===== src/udp_meas_macros.svh =====
// Build-time defaults for the UDP measurement streamer
// Include wherever a width, port, address or size default is needed
`ifndef UDP_MEAS_MACROS_SVH
`define UDP_MEAS_MACROS_SVH

// Stream word geometry
`define DATA_W 64
`define KEEP_W 8

// UDP ports
`define CMD_PORT      16'd1234
`define DATA_DST_PORT 16'd9999

// IPv4 addresses
`define LOCAL_IP       {8'd192, 8'd168, 8'd1, 8'd128}
`define DEFAULT_DST_IP {8'd192, 8'd168, 8'd1, 8'd100}

// Payload words per frame and buffer depth in words
`define FRAME_WORDS_DEF 1024
`define FIFO_DEPTH_DEF  4096

`endif


===== src/udp_hdr_pkg.sv =====
// Stream beat and UDP header types used by the datapath
// Import into modules that carry payload words or headers
`default_nettype none

`include "udp_meas_macros.svh"

package udp_hdr_pkg;

    // One stream word
    typedef struct packed {
        logic [`DATA_W-1:0] data;
        logic [`KEEP_W-1:0] keep;
        logic               last;
        logic               user;
    } axis_beat_t;

    // Fields taken from an incoming UDP header
    typedef struct packed {
        logic [31:0] src_ip;
        logic [15:0] src_port;
        logic [15:0] dst_port;
    } udp_rx_hdr_t;

    // Outgoing UDP header
    // TTL is not carried
    typedef struct packed {
        logic [31:0] src_ip;
        logic [31:0] dst_ip;
        logic [15:0] src_port;
        logic [15:0] dst_port;
        logic [15:0] length;
    } udp_tx_hdr_t;

endpackage

`default_nettype wire


===== src/udp_tx_framer.sv =====
// Transmit framer toward the UDP stack
// Offers one header per stored frame, then moves that frame's payload
// from the FIFO to the stack until last
`timescale 1ns/1ps
`default_nettype none

`include "udp_meas_macros.svh"

module udp_tx_framer import udp_hdr_pkg::*; #(
    parameter int FRAME_WORDS = `FRAME_WORDS_DEF
) (
    input  logic        clk,
    input  logic        rst,
    input  logic [31:0] peer_ip,
    input  axis_beat_t  fifo_beat,
    input  logic        fifo_valid,
    output logic        fifo_ready,
    output udp_tx_hdr_t tx_hdr,
    output logic        tx_hdr_valid,
    input  logic        tx_hdr_ready,
    output axis_beat_t  tx_pay,
    output logic        tx_pay_valid,
    input  logic        tx_pay_ready
);

    typedef enum logic {S_HDR, S_PAY} state_t;

    state_t      state;
    logic [31:0] dst_ip_q;

    always_ff @(posedge clk) begin
        if (rst) begin
            state        <= S_HDR;
            tx_hdr_valid <= 1'b0;
        end else begin
            case (state)
                S_HDR: begin
                    if (tx_hdr_valid && tx_hdr_ready) begin
                        tx_hdr_valid <= 1'b0;
                        state        <= S_PAY;
                    end else if (fifo_valid) begin
                        tx_hdr_valid <= 1'b1;
                    end
                end
                default: begin
                    if (tx_pay_valid && tx_pay_ready && tx_pay.last) begin
                        state <= S_HDR;
                    end
                end
            endcase
        end
    end

    // Destination frozen while the header waits
    always_ff @(posedge clk) begin
        if (!tx_hdr_valid) begin
            dst_ip_q <= peer_ip;
        end
    end

    assign tx_hdr.src_ip   = `LOCAL_IP;
    assign tx_hdr.dst_ip   = dst_ip_q;
    assign tx_hdr.src_port = `CMD_PORT;
    assign tx_hdr.dst_port = `DATA_DST_PORT;
    assign tx_hdr.length   = 16'(FRAME_WORDS * 8 + 8);

    assign tx_pay       = fifo_beat;
    assign tx_pay_valid = (state == S_PAY) && fifo_valid;
    assign fifo_ready   = (state == S_PAY) && tx_pay_ready;

endmodule

`default_nettype wire


===== config.mk =====
export PLATFORM = sky130hd
export DESIGN_NAME = udp_tx_framer
export DESIGN_NICKNAME = d
export VERILOG_FILES = /design/src/udp_hdr_pkg.sv /design/src/udp_tx_framer.sv
export VERILOG_INCLUDE_DIRS = /design/src
export SDC_FILE = /design/constraint.sdc
export NUM_CORES = 1
export LEC_CHECK = 0
export ABC_AREA = 0
export BUFFER_PORTS_ARGS = -buffer_cell sky130_fd_sc_hd__buf_2
export CORE_AREA = 2 2 116 118
export DETAILED_ROUTE_END_ITERATION = 10
export DIE_AREA = 0 0 118 120
export PLACE_DENSITY = 0.47
export SYNTH_ARGS = -nofsm -noshare
export SYNTH_HDL_FRONTEND = slang
export SYNTH_SLANG_ARGS = --single-unit
export TNS_END_PERCENT = 100

===== constraint.sdc =====
create_clock -name clk -period 3.3 [get_ports clk]
set_input_delay 0.33 -clock clk [delete_from_list [all_inputs] [get_ports clk]]
set_output_delay 0.33 -clock clk [all_outputs]
set_load 0.005 [all_outputs]

==> reports/results.txt <==
Measured against its own limit, the worst slew margin works out to 23.6%. Walking the worst path, the cells encountered are inv_1. The post-route netlist has 40.5% of its cells at a drive strength greater than 1. In this run the critical register-to-register path is captured at dst_ip_q[27]. STA classifies the critical path startpoint as a flip-flop. The HPWL after detailed placement is 3.65 mm. The logs give 0 for the number of warnings printed during yosys synthesis and 0 for the post-route DRC violation count.

The tree is rooted in a sky130_fd_sc_hd__clkbuf_16. The launch instance of the worst register-to-register path is tx_hdr_valid. The tools report the area enclosed by the die boundary as 14200 um^2. Dividing the synthesized area by the synthesized cell count gives 11.1 um^2. The number of buffer and inverter instances along the worst setup path was 1; the placeable core region was 13000 um^2. TritonCTS built the clock tree.

The smallest clock period supported by the final layout is computed as 1.56 ns. The number of hold violations in the final report was 0. The final-layout fill cell count was 1464. Of the synthesized area, sequential elements account for 45.0%.

Post-CTS repair timing setup buffer count: 0. The count of pins over their slew limit is 0, and the standard-cell row count is 42. The detail route stage leaves a number of antenna-violating nets equal to 0. Routability-driven placement finished with a final weighted congestion of 0.717. The number of detailed-routing iterations run before antenna repair was 2; the number of port buffers was 73. In this run the count of I/O pins placed on the die edge is 300.

The count of different cell masters after synthesis was 12; the data required time of the critical path was 3.19 ns. The run gives 2 as the maximum number of buffers from clock root to sink. The global-route usage over all layers is 5.62%, and the share of the clock period used by the worst path after layout is 47.4%. The total number of cells along the worst setup path is 1, and the count of routing violations after the opening detailed-route iteration is 26. By area the synthesized netlist is led by sky130_fd_sc_hd__buf_4 52%, sky130_fd_sc_hd__edfxtp_1 43%, sky130_fd_sc_hd__dfxtp_1 1.8%, sky130_fd_sc_hd__a311oi_2 0.67%, sky130_fd_sc_hd__a21oi_1 0.45%. After detailed routing, the average wire length per cell comes to 11.3 um.

The tools report the number of global-route vias before repair as 824. The critical path is of the reg2reg type. The critical path starts at tx_hdr_valid. After layout, the worst setup slack is 1.74 ns. Prior to clock tree synthesis, the placed netlist has a worst setup slack of 1.70 ns.

The cell type of the slowest stage on the worst timing path is sky130_fd_sc_hd__inv_1. The die outline width came out at 118 um. The areal power density over the cells is 510 nW/um^2.

The tools report the number of antenna violations at the first check in global routing as 0. The repair_antennas step left the layout with diodes totalling 0. Aggregate negative setup slack: 0 ns. The worst setup path is captured at a flip-flop. Final setup violation count: 0. The delay of the slowest cell on the worst path was 0.83 ns. The per-cell via count in the routed design is 2.67, and the layout net count is 315.

The timing-limited maximum frequency is 640 MHz, and the count of state elements after synthesis is 34. Clock-pin slew was measured on the worst setup and hold paths at 0.05 ns. Relative to the synthesized area, the layout overhead comes to -6.13%. The number of buffers created by CTS is 5. The cell count after synthesis is 200, and the number of buffers inserted by hold repair at cts is 0. Family of cells with the greatest summed delay on the critical path: buffers and inverters.

The number of cells on the worst reg-to-reg path came out at 1. The tool flagged a number of max-cap violations equal to 0. At the end of the flow the core is filled with cells to 16.1%.

For the initial standard-cell utilization of the core, the log shows 17.1%. The worst min-delay path category was in2reg. Summing every instance area after synthesis gives 2230 um^2. The clock latency reported for the late side of the worst-skew pair is 0.28 ns.

Leaving out fill and tap cells, the most frequent cells in the layout are 80 x sky130_fd_sc_hd__conb_1, 73 x sky130_fd_sc_hd__buf_2, 32 x sky130_fd_sc_hd__edfxtp_1. Measured along the y axis, the die boundary spans 120 um. The transition time of the tightest slew-check pin came out at 1.15 ns.

In this run the worst path has a maximum fanout of 32. Setup repair after global routing left no endpoint under its margin. The clock skew came out at 0.00440 ns.

At the worst endpoint, the arrival time is 1.45 ns. The routed design has 4.29 mm of wire. The aggregate global routing overflow was 0; the largest net degree at the start of global routing was 33.

In this run the static leakage power is 0.000987 uW. The first global-routing pass estimated 5.59 mm of wire. Counting every sink on the clock net gives 34. Registers take 1000 um^2. Summing over every cut layer, the via total after detailed routing is 1018. The H-tree was split into 2 levels. The commonest non-fill, non-tap cell in the layout is sky130_fd_sc_hd__conb_1.

The largest area contributor in the synthesized netlist was sky130_fd_sc_hd__buf_4. The combined area of the multi-input logic cells is 354 um^2. The run finished with clean final reports. The run gives 0 as the post-CTS resize count. VDD sags by at most 0.160 mV.

The reg-to-reg setup timing slack is 1.74 ns, and the share of the synthesized area in the top cell type is 51.9%. The critical path ends at dst_ip_q[27].
==> cell type report <==
cell class / instances / area share, %
Sequential cell: 34 / 47.9
Timing Repair Buffer: 73 / 17.5
Multi-Input combinational cell: 88 / 16.9
Tap cell: 176 / 10.5
Clock buffer: 5 / 5.99
Clock inverter: 3 / 0.778
Inverter: 2 / 0.359
==> kinds of logic (layout without fill, tap and decap cells) <==
kind of cell | Yosys count | after routing | synth area share [%]
AOI/OAI and AO/OA | 4 | 4 | 1.35
buffers and inverters | 156 | 83 | 52.3
DFF | 34 | 34 | 45.0
other | 2 | 80 | 0.337
and+or+nand+nor | 4 | 4 | 1.07
==> cells in the mapped netlist (all sizes together) <==
master  count
nand2       1
a311oi      1
inv         2
a21oi       2
conb        2
dfxtp       2
buf       154
edfxtp     32
and2        2
o21ai       1
nor2        1
==> where the power goes <==
part	internal (uW)	switching (uW)	leakage (uW)
Sequential	517	9.44	0.000344
Clock	275	162	0.0000672
Combinational	40.7	62.6	0.000575
Total	832	234	0.000987
==> worst min-delay path by stage <==
stage,end,start,slack (ns),cells after the start
floorplan,state,rst,0.40,1
global placement,tx_hdr_valid,tx_hdr_valid,0.50,2
detailed placement,dst_ip_q[22],peer_ip[22],0.51,1
CTS,dst_ip_q[21],peer_ip[21],0.22,1
global route,dst_ip_q[3],peer_ip[3],0.22,1
finish,dst_ip_q[17],peer_ip[17],0.23,1
==> flip-flops by register name, summed over array words and instances (netlist names) <==
signal        cells
dst_ip_q         32
tx_hdr_valid      1
state             1
==> metrics by stage <==
step                      power [uW]  hold WS, ns  cells  instance area (um^2)
final                           1070        0.226    381                  2090
after global routing            1120        0.217    381                  2090
after CTS                       1080        0.219    381                  2090
after detailed placement         638        0.509    373                  1950
after global placement           637        0.497    373                  1950
after floorplan                  716        0.398    278                  2520
==> layer usage <==
| layer | GRT usage, % | vias to the layer above | routed length, um |
|---|---|---|---|
| met5 | 0 | - | 0 |
| met4 | 6.02 | 0 | 303 |
| met3 | 4.71 | 28 | 939 |
| met2 | 8.87 | 156 | 1950 |
| met1 | 3.85 | 427 | 1100 |
| li1 | - | 407 | - |
Note: power is estimated with default switching activity, not from simulation.
