<file path="src/udp_meas_macros.svh">
// Build-time defaults for the UDP measurement streamer
// Include wherever a width, port, address or size default is needed
`ifndef UDP_MEAS_MACROS_SVH
`define UDP_MEAS_MACROS_SVH

// Stream word geometry
`define DATA_W 64
`define KEEP_W 8

// UDP ports
`define CMD_PORT      16'd1234
`define DATA_DST_PORT 16'd9999

// IPv4 addresses
`define LOCAL_IP       {8'd192, 8'd168, 8'd1, 8'd128}
`define DEFAULT_DST_IP {8'd192, 8'd168, 8'd1, 8'd100}

// Payload words per frame and buffer depth in words
`define FRAME_WORDS_DEF 1024
`define FIFO_DEPTH_DEF  4096

`endif

</file>
<file path="src/udp_hdr_pkg.sv">
// Stream beat and UDP header types used by the datapath
// Import into modules that carry payload words or headers
`default_nettype none

`include "udp_meas_macros.svh"

package udp_hdr_pkg;

    // One stream word
    typedef struct packed {
        logic [`DATA_W-1:0] data;
        logic [`KEEP_W-1:0] keep;
        logic               last;
        logic               user;
    } axis_beat_t;

    // Fields taken from an incoming UDP header
    typedef struct packed {
        logic [31:0] src_ip;
        logic [15:0] src_port;
        logic [15:0] dst_port;
    } udp_rx_hdr_t;

    // Outgoing UDP header
    // TTL is not carried
    typedef struct packed {
        logic [31:0] src_ip;
        logic [31:0] dst_ip;
        logic [15:0] src_port;
        logic [15:0] dst_port;
        logic [15:0] length;
    } udp_tx_hdr_t;

endpackage

`default_nettype wire

</file>
<file path="src/count_frame_gen.sv">
// Counter word source for measurement frames
// Emits FRAME_WORDS words per frame while run is high and always finishes
// the frame it has started; the counter runs on across frames
`timescale 1ns/1ps
`default_nettype none

`include "udp_meas_macros.svh"

module count_frame_gen import udp_hdr_pkg::*; #(
    parameter int FRAME_WORDS = `FRAME_WORDS_DEF
) (
    input  logic       clk,
    input  logic       rst,
    input  logic       run,
    output axis_beat_t gen_beat,
    output logic       gen_valid,
    input  logic       gen_ready
);

    localparam int IDX_W = $clog2(FRAME_WORDS + 1);
    localparam logic [IDX_W-1:0] LAST_IDX = IDX_W'(FRAME_WORDS - 1);

    logic [`DATA_W-1:0] count;
    logic [IDX_W-1:0]   word_idx;
    logic               is_last;
    logic               accept;
    logic               hold;
    logic               mid_frame;

    assign is_last = (word_idx == LAST_IDX);
    assign accept  = gen_valid && gen_ready;

    // Stalled word stays up
    assign hold = gen_valid && !gen_ready;

    // More words owed to the current frame
    assign mid_frame = accept ? !is_last : (word_idx != '0);

    always_ff @(posedge clk) begin
        if (rst) begin
            gen_valid <= 1'b0;
            count     <= '0;
            word_idx  <= '0;
        end else begin
            gen_valid <= hold || mid_frame || run;
            if (accept) begin
                count    <= count + 1'b1;
                word_idx <= is_last ? '0 : word_idx + 1'b1;
            end
        end
    end

    assign gen_beat.data = count;
    assign gen_beat.keep = '1;
    assign gen_beat.last = is_last;
    assign gen_beat.user = 1'b0;

endmodule

`default_nettype wire

</file>
<file path="config.mk">
export PLATFORM = sky130hd
export DESIGN_NAME = count_frame_gen
export DESIGN_NICKNAME = d
export VERILOG_FILES = /design/src/udp_hdr_pkg.sv /design/src/count_frame_gen.sv
export VERILOG_INCLUDE_DIRS = /design/src
export SDC_FILE = /design/constraint.sdc
export NUM_CORES = 1
export LEC_CHECK = 0
export BUFFER_PORTS_ARGS = -buffer_cell sky130_fd_sc_hd__buf_4
export CAP_MARGIN = 20
export CORE_MARGIN = 3
export CORE_UTILIZATION = 49
export DETAILED_ROUTE_END_ITERATION = 10
export GPL_TIMING_DRIVEN = 0
export PLACE_DENSITY_LB_ADDON = 0.25
export SYNTH_ARGS = -nofsm -noshare
export SYNTH_HDL_FRONTEND = slang
export SYNTH_SLANG_ARGS = --single-unit
</file>
<file path="constraint.sdc">
create_clock -name clk -period 2.05 [get_ports clk]
set_clock_uncertainty 0.2 [all_clocks]
set_input_delay 0.1025 -clock clk [delete_from_list [all_inputs] [get_ports clk]]
set_output_delay 0.1025 -clock clk [all_outputs]
set_load 0.005 [all_outputs]
</file>
==> impl.org, run 1 <==
** Timing
- Final hold vios :: 0
- Once routing completed, OpenROAD measured the worst setup slack at -173 ps.
- Fraction of the cycle the final worst path needs :: 1.08
- Setup repair after global routing could not meet its margin everywhere.
- Final setup violating endpoints :: 24
- Max-slew violations :: 0
- Post-route minimum period :: 2220 ps
- Headroom to the max-slew limit came out at 0.622.
- For the pin with the worst max-slew slack, the measured transition is 567 ps.
- Sum of negative setup slack :: -1590 ps
- Timing would allow up to approximately 0.45 GHz.

** Global route
- For this run, the total global-route usage over all layers was measured as 0.228.
- Global routing usage on met1 :: 0.289
- The total overflow left after global routing is 0.
- Initial antenna violation count :: 0
- First-pass GRT wire length :: 16100 um
- The number of global-route vias before repair was 3399.
- Largest net degree at the start of global routing :: 14
- Most used routing layer :: met2
- Met2 track demand over resource :: 0.371
- In the global route stage, met3 resource usage came out at 0.0529.

** Clocking
- Num Clock Sinks :: 76
- In this run, CTS created clock tree buffers numbering 9.
- Clock latency at the later pin of the worst-skew pair :: 350 ps
- Clock slew at reported path FFs :: 90 ps
- Clock H-tree levels :: 3
- CTS placed an instance of sky130_fd_sc_hd__clkbuf_8 at the clock tree root.
- Maximum number of buffers from clock root to sink :: 2
- TritonCTS built the clock tree.

** Setup path
- Worst path arrival time :: 2310 ps
- In this run the worst path has a maximum fanout of 5.
- On the critical path, the stage with the largest delay is an instance of sky130_fd_sc_hd__or4_1.
- The worst setup path is captured at a flop.
- The worst setup path is launched from a flop.
- The largest single stage delay on the critical path is 550 ps.
- Traced cell by cell, the critical path runs through nand4_1 -> buf_6 -> nor4_4 -> buf_4 -> nand4_1 -> or4_1 -> a21oi_1.
- Data on the critical path is required at its endpoint by 2130 ps.
- The critical path in this run is classified as flop to flop.
- Most used cell, CP :: sky130_fd_sc_hd__nand4_1

** Floorplan
- Measured along the y axis, the die boundary spans 94.1 um.
- Placeable core region :: 7370 um^2
- Floorplan die area :: ~8900 um^2
- Site row count :: 31
- During I/O placement, the number of pins put on the boundary was 79.
- For this configuration, the core starts out at a cell density of 0.516.
- DIE WIDTH :: 94.1 um

** Layout
- Layout-stage area growth over the synthesis result :: 42.3%
- After the flow finishes, the layout carries non-filler instances totaling 685.
- After the last flow step, the layout net total stands at 588.
- Storage element area :: 1630 um^2
- Proportion of layout cells with a drive suffix above 1 :: 0.391
- Area used by multi-input combinational logic :: 2360 um^2
- The layout has 536 filler cells.
- 0 antenna diodes ended up in the layout.

** Logic synthesis
- The Yosys step of the flow raised 0 warnings.
- In the synthesized netlist the dominant register cell turns out to be sky130_fd_sc_hd__dfxtp_1.
- Top cell type's share of synthesized area :: 0.400
- sky130_fd_sc_hd__dfxtp_1 takes more of the synthesized area than any other cell.
- EDFF count, synth :: 0
- Post-synthesis register bit count :: 76
- Leading post-synthesis cells by cell area :: sky130_fd_sc_hd__dfxtp_1, sky130_fd_sc_hd__xor2_1, sky130_fd_sc_hd__nor2_1, sky130_fd_sc_hd__nand4_1, sky130_fd_sc_hd__a21oi_1
- Average size of a mapped cell :: 8.47 um^2
- Proportion of synthesized flip-flops having asynchronous set or reset :: 0
- Sequential share of the synthesized area :: 0.400
- Number of library cell types mapped by synthesis :: 38
- Number of instances in the synthesized netlist :: 449
- The cell area that synthesis handed to floorplanning was 3800 um^2.

** Power and ir drop
- The worst-case IR drop observed on VDD is between 200 and 300 uV.
- Power spread over the standard cell area amounts to 517 nW/um^2.
- Summed over all cells, the static leakage comes to 2.19 nW.

** Min path
- The min-delay analysis places its worst path in the category primary input to flop.

** Placed design
- Final weighted congestion in routability-driven placement :: 0.818
- DP Cell Count :: 623
- Detailed placement ended at an HPWL of around 6500 um.
- Port buffering added 68 buffers.

** Detailed routing
- After detailed routing, the number of vias per cell comes to 5.74.
- Routed length per placed instance :: ~16 um
- The first routing iteration left 268 violations.
- Drt pass-1 iters :: 5
- Remaining antenna violation count :: 0
- Vias after detailed routing :: 3932
- In the routed design, unresolved DRC markers number 0.
- Routed WL :: approximately 11000 um

** Status
- Run status :: complete, but fails checks
- The checks that failed: setup timing.

** Flow run
- Maximum capacitance violations :: 0
## worst max-delay path: cells and delay by family, from the launching register on
family / cells / cell delay [ps]
flops: 1 / 380
buf+inv: 2 / 330
simple gates: 4 / 1130
compound gates: 1 / 120
## layout make-up
type / instances / area share
multi-input cells: 344 / 0.436
flip-flops and latches: 76 / 0.302
repair buffers: 115 / 0.165
plain buffers: 22 / 0.0264
clock buffers: 9 / 0.0229
well taps: 99 / 0.0229
clock inverters: 7 / 0.0167
inverters: 13 / 0.00902
## path summary, 6_finish.rpt
check	start	to	slack (ps)	cells past startpoint
max	count[33]	count[63]	-170	7
min	rst	count[41]	140	3
max reg2reg	count[33]	count[63]	-170	7
min reg2reg	word_idx[10]	word_idx[10]	280	2
## Yosys cell counts (all sizes together) (8+ instances only)
cell	number
buf	12
or3	21
inv	13
xnor2	12
dfxtp	76
and3	8
nor2	64
nand3	26
nand2	28
a21oi	29
clkbuf	12
nand4	41
o21ai	20
nor4	15
xor2	33
## metal layers
| metal | vias to the layer above | wire (um) |
|---|---|---|
| li1 | 1867 | - |
| met1 | 1880 | 4470 |
| met2 | 158 | 5350 |
| met3 | 27 | 762 |
| met4 | 0 | 213 |
| met5 | - | 0 |
## repair_timing
action,in CTS,in global routing
hold buffers,2,0
cloned,0,1
endpoints found under the setup margin,49,48
pin swaps,39,23
setup buffers,28,17
endpoints found under the hold margin,4,0
gates resized for setup,53,54
## cells by family (layout without fill, tap and decap cells)
group                      after synthesis  after routing  share of synthesized area
AOI/OAI and AO/OA                       55             55                     0.0767
xor gates and xnor gates                45             45                      0.104
adders and majority gates                3              3                    0.00988
buffers and inverters                   37            166                     0.0487
DFF                                     76             76                      0.400
muxes                                    1              1                    0.00296
other                                    2              9                    0.00198
and+or+nand+nor                        230            231                      0.356
## flip-flops by register name, indices dropped and copies added, names as in the netlist
register / cells
count: 64
word_idx: 11
gen_valid: 1
## where the power goes
group	switching [mW]	internal (mW)
logic	0.0516	0.0372
clock network	0.566	0.682
registers	0.0104	1.45
total	0.628	2.17
## through the flow
stage	util	worst slack (ps)	hold WS, ps	total power [mW]	area [um^2]
2_1_floorplan	-	-85.3	19.9	1.58	3860
3_3_place_gp	0.610	-435	115	1.60	4490
3_5_place_dp	0.610	-484	128	1.60	4490
4_1_cts	0.691	-139	98.8	2.84	5090
5_1_grt	0.734	-270	155	2.90	5410
6_report	0.734	-173	137	2.80	5410
## cell usage in the layout (no fill, tap or decap), drive strengths merged, types with 3 or more instances in the layout
cell      n
buf     126
dfxtp    76
nor2     64
nand4    41
xor2     33
a21oi    29
nand2    28
nand3    26
or3      21
o21ai    20
clkbuf   18
nor4     15
inv      14
xnor2    12
conb      9
and3      8
or4       8
nor3      7
o31ai     5
and2      4
clkinv    4
ha        3
Power figures use the tool's default switching activity.
==> run 2: changes to the inputs <==
- SKIP_LAST_GASP: unset -> 1
==> impl.org, run 2 (synthesis gave the netlist of run 1 again) <==
** Setup path
- Endpoint type of the worst setup path :: flop (unchanged)
- The family with the most delay on the worst path is simple AND/OR/NAND/NOR gates (unchanged).
- Worst path arrival time :: 2280 ps (was 2310 ps)
- Worst stage delay on the critical path :: 580 ps (was 550 ps)
- The critical path required time came to 2120 ps (was 2130 ps).
- Element type at the critical path start :: flop (unchanged)
- The sum of buffers and inverters on the critical path is 1 (was 2).
- The worst-path maximum fanout was 6 (was 5).
- The kind of critical path is flop to flop (unchanged).
- The worst reg-to-reg setup slack came to -150 ps (was -170 ps).
- Ordered cell list for the critical path: ha_4 -> nand4_1 -> buf_4 -> or4_4 -> or3_4 -> a21oi_2 (was nand4_1 -> buf_6 -> nor4_4 -> buf_4 -> nand4_1 -> or4_1 -> a21oi_1).
- The cell type of the slowest stage on the worst timing path is sky130_fd_sc_hd__or4_4 (was sky130_fd_sc_hd__or4_1).

** Layout
- Commonest non-fill, non-tap cells in the layout :: sky130_fd_sc_hd__buf_4, sky130_fd_sc_hd__nor2_1, sky130_fd_sc_hd__nand4_1, sky130_fd_sc_hd__dfxtp_1, sky130_fd_sc_hd__xor2_1 (unchanged)
- Most common cell after layout, fill and taps aside :: sky130_fd_sc_hd__buf_4 (unchanged)
- Max FFs per register :: 64 (unchanged)
- Nets :: 588 (unchanged)
- Final instance count without filler cells :: 685 (unchanged)
- Number of filler cells placed in the layout :: 532 (was 536)
- ANT cells :: 0 (unchanged)
- Top flop regs :: count x64, word_idx x11, gen_valid x1 (unchanged)
- Layout-stage area growth over the synthesis result :: 41.8% (was 42.3%)
- The largest register by flop count is count (unchanged).
- The cell area after layout was 5390 um^2 (was 5410 um^2).
- The proportion of layout cells with a drive suffix above 1 was 0.384 (was 0.391).

** Floorplan
- The core area came to 7370 um^2 (unchanged).
- DIE WIDTH :: 94.1 um (unchanged)
- Boundary Pins :: 79 (unchanged)
- Site row count :: 31 (unchanged)
- The floorplan die area was 8850 um^2 (unchanged).
- The die height was 94.1 um (unchanged).
- The initial cell density of the core is 0.516 (unchanged).

** Detailed routing
- Starting DRC count in detailed routing :: 267 (was 268)
- Vias after detailed routing :: 3925 (was 3932)
- The per-cell routed wire length is 16.1 um (was 15.8 um).
- The count of unresolved DRC violations after routing came to 0 (unchanged).
- The total routed wirelength is 11000 um (was 10800 um).
- The via-per-instance ratio came to 5.73 (was 5.74).
- The count of nets left with antenna violations after detail routing is 0 (unchanged).
- The iteration count of the initial detailed-routing pass is 6 (was 5).

** Global route
- Met3 GRT Util :: 0.0529 (unchanged)
- Initial antenna violation count :: 0 (unchanged)
- Met2 track demand over resource :: 0.369 (was 0.371)
- Combined global-route utilization of all metal layers :: 0.226 (was 0.228)
- The global-route track usage on met1 came to 0.287 (was 0.289).
- The maximum number of pins on one net before global-route repair came to 14 (unchanged).
- The global-route wire length before repair is 16000 um (was 16100 um).
- Most used routing layer :: met2 (unchanged)
- The number of global-route vias before repair was 3379 (was 3399).
- The overall overflow remaining after global route was 0 (unchanged).

** Timing
- Worst-case headroom to the max-slew limit :: 0.628 (was 0.622)
- Setup repair after global routing missed its margin: true (unchanged).
- The number of hold-slack violations in the final timing report came to 0 (unchanged).
- Max-slew violations :: 0 (unchanged)
- The transition time of the tightest slew-check pin is 558 ps (was 567 ps).
- The worst setup slack after layout is -153 ps (was -173 ps).
- Post-route minimum period :: 2200 ps (was 2220 ps)
- The sum of negative setup slack is -2100 ps (was -1590 ps).
- Final setup violating endpoints :: 27 (was 24)
- The upper clock frequency limit is 0.454 GHz (was 0.450 GHz).
- The final cycle utilization of the critical path came to 1.07 (was 1.08).

** Placed design
- Estimated wirelength of the detail-placed design :: 6540 um (unchanged)
- Final weighted congestion in routability-driven placement :: 0.818 (unchanged)
- Placed standard-cell area :: 4490 um^2 (unchanged)
- PortBufs :: 68 (unchanged)
- The pre-CTS setup slack came to -484 ps (unchanged).
- The cell total after placement was 623 (unchanged).

** Status
- Run status: complete, but fails checks (unchanged).
- Violated checks :: setup timing (unchanged)

** Clocking
- Clock H-tree levels :: 3 (unchanged)
- Clock latency at the later pin of the worst-skew pair :: 350 ps (about the same)
- Num Clock Sinks :: 76 (unchanged)
- The CTS buffer count was 9 (unchanged).
- Clock slew at reported path FFs :: 80 ps (was 90 ps)
- Clock tree from TritonCTS :: done (unchanged)
- Maximum number of buffers from clock root to sink :: 2 (unchanged)
- Root Driver :: sky130_fd_sc_hd__clkbuf_8 (unchanged)

** Power and ir drop
- The leakage power is 2.19 nW (about the same).
- P per Cell Area :: 520 nW/um^2 (was 517 nW/um^2)
- VDD IR max :: 274 uV (was 262 uV)

** Min path
- Class of the tightest hold or removal check :: primary input to flop (unchanged)

** Flow run
- The number of maximum-capacitance violations came to 0 (unchanged).
run 2: worst paths after layout:
check	end	startpoint	cells past startpoint
max	count[24]	count[0]	6
min	count[41]	rst	3
max reg2reg	count[24]	count[0]	6
min reg2reg	word_idx[10]	word_idx[10]	2
run 2: repair_timing:
action                     4_1_cts  5_1_grt
hold buffers                     2        0
gates resized for setup         47       58
gates cloned                     0        1
hold endpoints to repair         4        0
setup buffers                   28       17
pin swaps                       39       25
setup endpoints to repair       49       49
run 2: final cells by class:
type	count	area [um^2]	share of cell area
tap	99	124	0.0230
sequential	76	1630	0.302
timing repair buffer	115	898	0.167
multi-input combinational	344	2330	0.433
clock buffer	9	124	0.0230
inverter	13	48.8	0.00905
clock inverter	7	90.1	0.0167
buffer	22	146	0.0272
run 2: worst reg2reg max path: cells and delay by family (launching register included):
kind                       cells  cell delay, ps
and+or+nand+nor                3            1120
buffers and inverters          1             180
AOI/OAI and AO/OA              1             130
adders and majority gates      1             130
DFF                            1             380
run 2: power breakdown:
part / internal (mW) / switching, mW
clock network: 0.682 / 0.567
logic: 0.0372 / 0.0509
registers: 1.45 / 0.0103
total: 2.17 / 0.629
run 2: routing by layer:
layer | wire length (um) | up-vias
met1 | 4490 | 1840
met3 | 840 | 33
met4 | 272 | 0
li1 | - | 1860
met2 | 5430 | 192
met5 | 0 | -
run 2: through the flow:
stage | hold WS (ps) | power (mW) | util
5_1_grt | 152 | 2.91 | 0.731
3_5_place_dp | 128 | 1.60 | 0.610
6_report | 127 | 2.80 | 0.731
4_1_cts | 98.8 | 2.84 | 0.689
3_3_place_gp | 115 | 1.60 | 0.610
2_1_floorplan | 19.9 | 1.58 | -
