==> src/udp_meas_macros.svh <==
// Build-time defaults for the UDP measurement streamer
// Include wherever a width, port, address or size default is needed
`ifndef UDP_MEAS_MACROS_SVH
`define UDP_MEAS_MACROS_SVH

// Stream word geometry
`define DATA_W 64
`define KEEP_W 8

// UDP ports
`define CMD_PORT      16'd1234
`define DATA_DST_PORT 16'd9999

// IPv4 addresses
`define LOCAL_IP       {8'd192, 8'd168, 8'd1, 8'd128}
`define DEFAULT_DST_IP {8'd192, 8'd168, 8'd1, 8'd100}

// Payload words per frame and buffer depth in words
`define FRAME_WORDS_DEF 1024
`define FIFO_DEPTH_DEF  4096

`endif

==> src/udp_hdr_pkg.sv <==
// Stream beat and UDP header types used by the datapath
// Import into modules that carry payload words or headers
`default_nettype none

`include "udp_meas_macros.svh"

package udp_hdr_pkg;

    // One stream word
    typedef struct packed {
        logic [`DATA_W-1:0] data;
        logic [`KEEP_W-1:0] keep;
        logic               last;
        logic               user;
    } axis_beat_t;

    // Fields taken from an incoming UDP header
    typedef struct packed {
        logic [31:0] src_ip;
        logic [15:0] src_port;
        logic [15:0] dst_port;
    } udp_rx_hdr_t;

    // Outgoing UDP header
    // TTL is not carried
    typedef struct packed {
        logic [31:0] src_ip;
        logic [31:0] dst_ip;
        logic [15:0] src_port;
        logic [15:0] dst_port;
        logic [15:0] length;
    } udp_tx_hdr_t;

endpackage

`default_nettype wire

==> src/meas_cmd_pkg.sv <==
// Command word layout and opcodes for the measurement control path
// A command is the first 64-bit payload word of a frame on the command port
`default_nettype none

`include "udp_meas_macros.svh"

package meas_cmd_pkg;

    // Marker sits in the low half, opcode in the high half
    typedef struct packed {
        logic [31:0] opcode;
        logic [31:0] marker;
    } meas_cmd_fields_t;

    typedef union packed {
        logic [`DATA_W-1:0] raw;
        meas_cmd_fields_t   f;
    } meas_cmd_t;

    // "...." little-endian
    localparam logic [31:0] CMD_MARKER = 32'h2E2E2E2E;
    // "INIT" little-endian
    localparam logic [31:0] OP_INIT    = 32'h54494E49;
    // "FINI" little-endian
    localparam logic [31:0] OP_FINI    = 32'h494E4946;

endpackage

`default_nettype wire

==> src/meas_cmd_decoder.sv <==
// Start/stop decoder for the filtered command stream
// Only the first word of each frame is looked at; run holds the result
`timescale 1ns/1ps
`default_nettype none

module meas_cmd_decoder
    import udp_hdr_pkg::*;
    import meas_cmd_pkg::*;
(
    input  logic       clk,
    input  logic       rst,
    input  axis_beat_t cmd_beat,
    input  logic       cmd_valid,
    output logic       run
);

    logic      first_q;
    meas_cmd_t cmd;

    assign cmd.raw = cmd_beat.data;

    always_ff @(posedge clk) begin
        if (rst) begin
            first_q <= 1'b1;
            run     <= 1'b0;
        end else if (cmd_valid) begin
            // Next word starts a new frame only after a last
            first_q <= cmd_beat.last;
            if (first_q && cmd.f.marker == CMD_MARKER) begin
                case (cmd.f.opcode)
                    OP_INIT: begin
                        run <= 1'b1;
                    end
                    OP_FINI: begin
                        run <= 1'b0;
                    end
                    default: begin
                        run <= run;
                    end
                endcase
            end
        end
    end

endmodule

`default_nettype wire

==> config.mk <==
export PLATFORM = sky130hd
export DESIGN_NAME = meas_cmd_decoder
export DESIGN_NICKNAME = d
export VERILOG_FILES = /design/src/udp_hdr_pkg.sv /design/src/meas_cmd_pkg.sv /design/src/meas_cmd_decoder.sv
export VERILOG_INCLUDE_DIRS = /design/src
export SDC_FILE = /design/constraint.sdc
export NUM_CORES = 1
export LEC_CHECK = 0
export ABC_CLOCK_PERIOD_IN_PS = 1600
export BUFFER_PORTS_ARGS = -buffer_cell sky130_fd_sc_hd__buf_2
export CAP_MARGIN = 20
export CORE_MARGIN = 1.5
export CORE_UTILIZATION = 20
export DETAILED_ROUTE_END_ITERATION = 6
export PLACE_DENSITY = 0.76
export SYNTH_ARGS = -nofsm -noshare
export SYNTH_HDL_FRONTEND = slang
export SYNTH_SLANG_ARGS = --single-unit
==> constraint.sdc <==
create_clock -name clk -period 1.6 [get_ports clk]
set_input_delay 0.4 -clock clk [delete_from_list [all_inputs] [get_ports clk]]
set_output_delay 0.4 -clock clk [all_outputs]
set_load 0.05 [all_outputs]
==> impl_metrics.csv, run 1 <==
group,metric,value,unit
clocking,cts_sinks,2,
power_and_ir_drop,irDropWorstVdd,0.424,mV
clocking,h-tree-depth,1,
drt,ant_nets,0,
yosys,synth_warnings,0,
yosys,synth_cells,34,
sta,relSlewSlack,82.9,%
floorplanning,die_height,42.3,um
outcome,status,"completed",
clocking,clk_pin_slew,0.03,ns
drt,routed_wirelength,1.39,mm
drt,vias,599,
grt,antenna_found_initial,0,
sta,finClkSkew,0.00405,ns
yosys,post-synth-top-count-cell,"nor4b_1",
sta,setup_viol,0,
grt,grt_usage,15.4,%
final_layout,area_growth,140,%
final_layout,drive_gt1_share,73.8,%
yosys,synth_nets,111,
placed_design,placed_area,684,sq um
placed_design,place.gp.congestion,0.672,
drt,viasPerCell,4.87,
worst_setup_path,critical_path_class,"in2reg",
placed_design,dp_cells,120,
placed_design,io_buffers,68,
final_layout,layout.nets,186,
sta,max_freq,0.698,GHz
power_and_ir_drop,powerDensity,375,nW/um^2
drt,wl_met1,465,um
worst_setup_path,start_kind,"input port",
drt,post_drt_wl_per_cell,11.3,um
yosys,netlist_top_cells_count,"nor4b_1 (7), nor4bb_1 (5), and4b_1 (3)",
clocking,hold_buffers,0,
sta,tns,0,ns
floorplanning,die_x,42.3,um
floorplanning,ios,78,
drt,drc,0,
yosys,synth_area_leader_cell,"nor4b_1",
drt,top_layer,"met3",
yosys,synth_ff_type,"dfxtp_1",
yosys,avgSynthCellArea,9.09,sq um
clocking,cts_made_buffers,3,
clocking,root_buffer,"clkbuf_4",
yosys,yosysSeqAreaShare,13.0,%
sta,maxSlewViolCount,0,
drt,drt_iter0_drc,4,
hold_path,hold_path_class,"in2reg",
floorplanning,initial_core_util,21.0,%
yosys,synth_area_leaders,"nor4b_1 (20%), nor4bb_1 (16%), dfxtp_1 (13%), and4b_1 (9.7%), nor4b_2 (4.9%)",
yosys,synth_top_area_share,19.8,%
grt,grt_pass1_vias,582,
final_layout,n_antenna_cell,0,
floorplanning,die_area,1790,sq um
yosys,syn-cell-area,309,sq um
grt,grt_pass1_wl,2.15,mm
sta,timing_hold_violations_final,0,
yosys,ys_ff_latch,2,
floorplanning,floorplan.rows,14,
yosys,synth-edff-count,0,
clocking,clk_path_buf_depth,2,
drt,dr.pass1.iters,4,
grt,grt_max_degree,3,
worst_setup_path,path_max_fanout,2,
final_layout,finalNonFillerCells,123,
power_and_ir_drop,leakage,0.381,nW
grt,grt_overflow,0,
worst_setup_path,worst_ep_required_time,1.73,ns
power_and_ir_drop,p_total,0.000278,W
sta,tightest_slew,0.253,ns
sta,hold_ws,0.375,ns
yosys,ys_types,18,
final_layout,fin_area,741,sq um
clocking,insertion_delay,0.22,ns
worst_setup_path,arrival,1.57,ns
drt,dr_wl_met2,752,um
clocking,cts_tree,"done",
worst_setup_path,setup.worst_path.end_class,"flop",
run,maxCapViolCount,0,
sta,finalCritPeriodShare,89.6,%
yosys,synthArstFlopShare,0,%
floorplanning,core_area,1470,sq um
sta,fin_crit,1.43,ns
drt,wl_met3,175,um
## final cells by class
type	instances	area, sq um
clock buffers	3	22.5
fillers	152	731
multi-input cells	32	297
flip-flops and latches	2	40.0
well taps	16	20.0
repair buffers	70	362
## flip-flops by register name (all words and copies together), names as in the netlist
name	cells
first_q	1
run	1
## where the power goes
| part | switching, W | leakage [nW] | internal (W) |
|---|---|---|---|
| sequential | 0.000000655 | 0.0164 | 0.0000521 |
| combinational | 0.0000354 | 0.351 | 0.0000787 |
| clock | 0.0000282 | 0.0138 | 0.0000827 |
| total | 0.0000643 | 0.381 | 0.000213 |
## worst paths after layout
check,endpoint,cells after the start,from,slack (ns)
worst max-delay path,run$_SDFFE_PP0P_,6,cmd_beat[46],0.17
worst min-delay path,run$_SDFFE_PP0P_,2,rst,0.37
worst max register to register,run$_SDFFE_PP0P_,5,first_q$_SDFFE_PP1P_,0.24
worst min register to register,run$_SDFFE_PP0P_,2,run$_SDFFE_PP0P_,0.56
## cells in the final DEF (no fill, tap or decap), drive strengths merged
cell,instances
and4b,3
a211oi,1
nor4bb,5
and4,1
a41oi,1
and4bb,1
nor3,1
a211o,1
nor4,1
nand3,2
nand4,2
nor4b,8
buf,70
nand2,2
clkbuf,3
nor2,1
nor2b,1
nand4b,1
dfxtp,2
## per-layer routing
layer / vias to the layer above / GRT usage [%]
li1: 302 / -
met1: 256 / 14.1
met2: 41 / 30.8
met3: 0 / 7.33
met4: 0 / 1.88
met5: - / 0
## through the flow
step / util [%] / setup slack (ns)
global placement: 46.5 / -0.131
detailed placement: 46.5 / -0.156
CTS: 48.0 / 0.0664
global route: 50.3 / -0.000163
finish: 50.3 / 0.167
floorplan: - / 0.129
## timing repair
item / in CTS / in global routing
gates resized for setup: 0 / 5
endpoints found under the setup margin: 0 / 1
setup buffers: 0 / 0
## kinds of logic after synthesis
group	after synthesis	synth area share (%)
compound gates	3	8.10
flops	2	13.0
simple gates	29	78.9
## critical path, cell delays in order
cell and delay, ns:
buf_2 0.11, nor4b_4 0.25, nand4_1 0.15, nor4_2 0.32
a41oi_1 0.15, a211oi_1 0.19
Note: power is estimated with default switching activity, not from simulation.
==> run 2, diff against run 1 <==
Settings changed: RECOVER_POWER set to 25.
==> impl_metrics.csv, run 2 (synthesis gave the netlist of run 1 again) <==
group,metric,value,unit
final_layout,finalNonFillerCells,123,
drt,vias,599,
power_and_ir_drop,switching_share,23.1,%
hold_path,min_path_cells,2,
floorplanning,core_area,1470,sq um
sta,tightest_slew,0.253,ns
worst_setup_path,critical_path_class,"in2reg",
placed_design,dp_slack,-0.156,ns
clocking,cts_made_buffers,3,
power_and_ir_drop,irDropWorstVdd,0.424,mV
grt,grt_pass1_vias,582,
final_layout,final_cell_mix,"buf_2 (67), nor4bb_1 (5), nor4b_1 (4), clkbuf_4 (4)",
floorplanning,initial_core_util,21.0,%
power_and_ir_drop,p_total,0.000278,W
worst_setup_path,setup.worst_path.end_class,"flop",
worst_setup_path,slowest_stage,"nor4_2",
final_layout,n_antenna_cell,0,
clocking,cts_sinks,2,
sta,fin_crit,1.43,ns
final_layout,fin_area,741,sq um
clocking,h-tree-depth,1,
drt,post_drt_wl_per_cell,11.3,um
final_layout,largest_registers,"first_q x1, run x1",
final_layout,layout.nets,186,
grt,grt_pass1_wl,2.15,mm
drt,drc,0,
drt,drt_iter0_drc,4,
power_and_ir_drop,internal_power,0.000213,W
worst_setup_path,start_kind,"input port",
floorplanning,ios,78,
drt,dr.pass1.iters,4,
grt,antenna_found_initial,0,
drt,routed_wirelength,1.39,mm
final_layout,regArea,40.0,sq um
final_layout,area_growth,140,%
placed_design,place.gp.congestion,0.672,
sta,max_freq,0.698,GHz
worst_setup_path,slowest_delay,0.32,ns
power_and_ir_drop,p_sw,0.0000643,W
grt,grt_max_degree,3,
clocking,root_buffer,"clkbuf_4",
final_layout,multi_input_comb_area,297,sq um
drt,viasPerCell,4.87,
clocking,post_cts_buffers,0,
sta,finClkSkew,0.00405,ns
grt,grt_usage,15.4,%
final_layout,final_common_cell,"buf_2",
power_and_ir_drop,pwr-share-comb,41.0,%
sta,tns,0,ns
clocking,clk_pin_slew,0.03,ns
sta,timing_hold_violations_final,0,
worst_setup_path,arrival,1.57,ns
run,maxCapViolCount,0,
floorplanning,die_area,1790,sq um
sta,relSlewSlack,82.9,%
clocking,insertion_delay,0.22,ns
worst_setup_path,path_max_fanout,2,
placed_design,dp_cells,120,
outcome,status,"completed",
final_layout,drive_gt1_share,73.8,%
power_and_ir_drop,power_frac_seq,19.0,%
sta,setup_viol,0,
grt,grt_overflow,0,
sta,maxSlewViolCount,0,
floorplanning,die_x,42.3,um
power_and_ir_drop,leakage,0.381,nW
worst_setup_path,crit_path_cell_trace,"buf_2 -> nor4b_4 -> nand4_1 -> nor4_2 -> a41oi_1 -> a211oi_1",
worst_setup_path,r2r_cells,5,
floorplanning,die_height,42.3,um
floorplanning,floorplan.rows,14,
placed_design,placed_area,684,sq um
drt,ant_nets,0,
clocking,cts_tree,"done",
power_and_ir_drop,powerDensity,375,nW/um^2
clocking,clk_path_buf_depth,2,
hold_path,hold_path_class,"in2reg",
sta,finalCritPeriodShare,89.6,%
worst_setup_path,worst_ep_required_time,1.73,ns
power_and_ir_drop,pwr-share-clk,40.0,%
final_layout,fillers,152,
placed_design,io_buffers,68,
sta,setup_ws,0.167,ns
==> run 2: changes by cell type in the layout (fill, tap and decap cells not counted), sizes merged <==
| cell | previous run | this run |
|---|---|---|
| clkbuf | 3 | 4 |
| buf | 70 | 69 |
==> run 2: routing by layer <==
layer	vias to the layer above	GRT usage [%]	part of all wire (%)
met5	-	0	0
met4	0	1.88	0
li1	302	-	-
met3	0	7.33	13
met2	41	30.8	54
met1	256	14.1	33
==> run 2: final timing paths <==
path | from | endpoint | slack, ns
worst max-delay path | cmd_beat[46] | run$_SDFFE_PP0P_ | 0.17
worst min-delay path | rst | run$_SDFFE_PP0P_ | 0.37
worst max register to register | first_q$_SDFFE_PP1P_ | run$_SDFFE_PP0P_ | 0.24
worst min register to register | run$_SDFFE_PP0P_ | run$_SDFFE_PP0P_ | 0.56
==> run 2: power by group through the flow <==
stage               combinational (W)  clock (W)  sequential (W)
global route                 0.000126   0.000120       0.0000529
finish                       0.000114   0.000111       0.0000527
CTS                          0.000107   0.000115       0.0000527
floorplan                   0.0000204          0       0.0000531
global placement             0.000101          0       0.0000533
detailed placement           0.000106          0       0.0000533
==> run 2: layout make-up <==
| class | count | share of cell area [%] |
|---|---|---|
| repair buffers | 70 | 48.8 |
| multi-input cells | 32 | 40.0 |
| flip-flops and latches | 2 | 5.41 |
| clock buffers | 3 | 3.04 |
| well taps | 16 | 2.70 |
==> run 2: per-stage QoR <==
stage                     util [%]  hold slack (ns)
after CTS                     48.0            0.367
after global placement        46.5            0.542
after floorplan                  -            0.473
after global routing          50.3            0.379
final                         50.3            0.375
after detailed placement      46.5            0.562
==> run 2: repair_timing <==
item	in CTS	in global routing
resized for setup	0	5
hold buffers	0	0
setup endpoints to repair	0	1
==> run 2: worst max-delay path, delay by kind of cell <==
family	cells	cell delay, ns
and+or+nand+nor	3	0.72
AOI/OAI and AO/OA	2	0.34
buffers and inverters	1	0.11
==> run 3, diff against run 2 <==
Settings changed: ABC_CLOCK_PERIOD_IN_PS 1600 to 1160, CORE_UTILIZATION 20 to 18, PLACE_DENSITY 0.76 to 0.72.
Clock period 1.6 ns to 1.16 ns, I/O delays scaled along.
==> impl_metrics.csv, run 3 (synthesis gave the netlist of run 1 again) <==
group,metric,value,unit
floorplanning,die_x,44.4,um
sta,timing_hold_violations_final,0,
sta,tightest_slew,0.283,ns
final_layout,final_cell_mix,"buf_2 (66), nor4b_2 (4), nor4bb_1 (4)",
sta,fin_crit,1.29,ns
worst_setup_path,path_max_fanout,2,
floorplanning,die_area,1970,sq um
final_layout,final_common_cell,"buf_2",
worst_setup_path,r2r_cells,5,
placed_design,post-dp-hpwl,1.21,mm
outcome,violations,"DRC, setup timing",
grt,grt_usage,13.6,%
drt,vias,600,
final_layout,n_antenna_cell,0,
hold_path,min_from,"rst",
placed_design,dp_slack,-0.418,ns
run,maxCapViolCount,0,
worst_setup_path,start_kind,"input port",
grt,grt_pass1_vias,599,
worst_setup_path,r2r-end,"run$_SDFFE_PP0P_",
grt,grt_pass1_wl,2.00,mm
power_and_ir_drop,leakage,0.397,nW
sta,finalCritPeriodShare,111,%
drt,dr_wl_met2,807,um
drt,viasPerCell,4.92,
placed_design,dp_cells,119,
clocking,hold_buffers,0,
drt,ant_nets,0,
clocking,clk_path_buf_depth,2,
worst_setup_path,rrSetupSlack,-0.09,ns
floorplanning,ios,78,
drt,post_drt_wl_per_cell,10.9,um
drt,wl_met3,113,um
floorplanning,die_height,44.4,um
final_layout,finalNonFillerCells,122,
final_layout,layout.nets,185,
final_layout,area_growth,146,%
power_and_ir_drop,irDropWorstVdd,0.167,mV
clocking,insertion_delay,0.22,ns
power_and_ir_drop,p_total,0.000385,W
worst_setup_path,arrival,1.42,ns
drt,routed_wirelength,1.33,mm
worst_setup_path,worst_ep_required_time,1.29,ns
clocking,cts_made_buffers,3,
worst_setup_path,slowest_delay,0.29,ns
placed_design,place.gp.congestion,0.670,
sta,setup_viol,1,
sta,maxSlewViolCount,0,
drt,dr.pass1.iters,7,
grt,grt_overflow,0,
sta,setup_ws,-0.131,ns
drt,drt_iter0_drc,4,
grt,grt_max_degree,3,
worst_setup_path,r2r-start,"first_q$_SDFFE_PP1P_",
floorplanning,core_area,1560,sq um
hold_path,hold_path_class,"in2reg",
floorplanning,initial_core_util,19.8,%
worst_setup_path,startpoint,"cmd_beat[57]",
outcome,status,"finished with violations",
grt,antenna_found_initial,0,
sta,max_freq,0.775,GHz
drt,drc,2,
worst_setup_path,setup.worst_path.end_class,"flop",
clocking,cts_sinks,2,
floorplanning,floorplan.rows,14,
sta,rsz0062_at_grt,"true",
sta,finClkSkew,0.00327,ns
worst_setup_path,crit_end,"run$_SDFFE_PP0P_",
worst_setup_path,critical_path_class,"in2reg",
clocking,cts_tree,"done",
worst_setup_path,slowest_stage,"nor4_4",
worst_setup_path,crit_path_cell_trace,"buf_6 -> nor4bb_2 -> nand4_1 -> nor4_4 -> a41oi_1 -> a211oi_1",
clocking,h-tree-depth,1,
drt,wl_met1,409,um
power_and_ir_drop,powerDensity,506,nW/um^2
final_layout,drive_gt1_share,75.5,%
sta,relSlewSlack,80.8,%
clocking,clk_pin_slew,0.03,ns
drt,top_layer,"met3",
final_layout,largest_registers,"first_q x1, run x1",
clocking,root_buffer,"clkbuf_4",
placed_design,io_buffers,68,
[run 3: cell count changes in the layout (fill, tap and decap cells not counted)]
cell and change:
nor4_4 +1, buf_2 -1, nor4bb_2 +1, buf_6 +1, nor4b_1 -1, nor4bb_1 -1, clkbuf_4 -1, nor4b_2 +1
nor4_2 -1
[run 3: critical path: cells and delay by family]
| kind | cells | cell delay [ns] |
|---|---|---|
| simple gates | 3 | 0.72 |
| compound gates | 2 | 0.31 |
| buf+inv | 1 | 0.09 |
[run 3: routing by layer]
layer | GRT usage [%] | vias up
li1 | - | 301
met1 | 10.8 | 265
met2 | 30.0 | 34
met3 | 0.816 | 0
met4 | 8.48 | 0
met5 | 0 | -
[run 3: cell type report]
| class | count | area [sq um] |
|---|---|---|
| clock buffer | 3 | 22.5 |
| timing repair buffer | 69 | 360 |
| multi-input combinational | 32 | 318 |
| sequential | 2 | 40.0 |
| tap | 16 | 20.0 |
| fill | 159 | 798 |
[run 3: per-stage QoR]
step / util, % / cell area [sq um] / hold WS (ns) / TNS [ns]
floorplan: - / 337 / 0.368 / -0.156
global placement: 45.2 / 704 / 0.481 / -0.359
detailed placement: 45.2 / 704 / 0.486 / -0.418
CTS: 47.8 / 746 / 0.252 / -0.154
global route: 48.8 / 761 / 0.271 / -0.279
finish: 48.8 / 761 / 0.256 / -0.131
[run 3: worst min-delay path by stage]
stage                           endpoint  cells past startpoint  slack, ns
detailed placement      run$_SDFFE_PP0P_                      2       0.49
global route        first_q$_SDFFE_PP1P_                      2       0.27
CTS                     run$_SDFFE_PP0P_                      2       0.25
global placement        run$_SDFFE_PP0P_                      2       0.48
finish                  run$_SDFFE_PP0P_                      2       0.26
floorplan               run$_SDFFE_PP0P_                      1       0.37
[run 3: power by group]
| part | switching [W] | leakage [nW] | internal, W |
|---|---|---|---|
| Sequential | 0.00000133 | 0.0164 | 0.0000718 |
| Clock | 0.0000376 | 0.0138 | 0.000114 |
| Combinational | 0.0000482 | 0.366 | 0.000112 |
| Total | 0.0000871 | 0.397 | 0.000298 |
[run 3: what timing repair did]
| item | in CTS | in global routing |
|---|---|---|
| resized for setup | 3 | 2 |
| setup buffers | 0 | 0 |
| cloned | 0 | 0 |
| pin swaps | 1 | 0 |
| setup endpoints to repair | 1 | 1 |
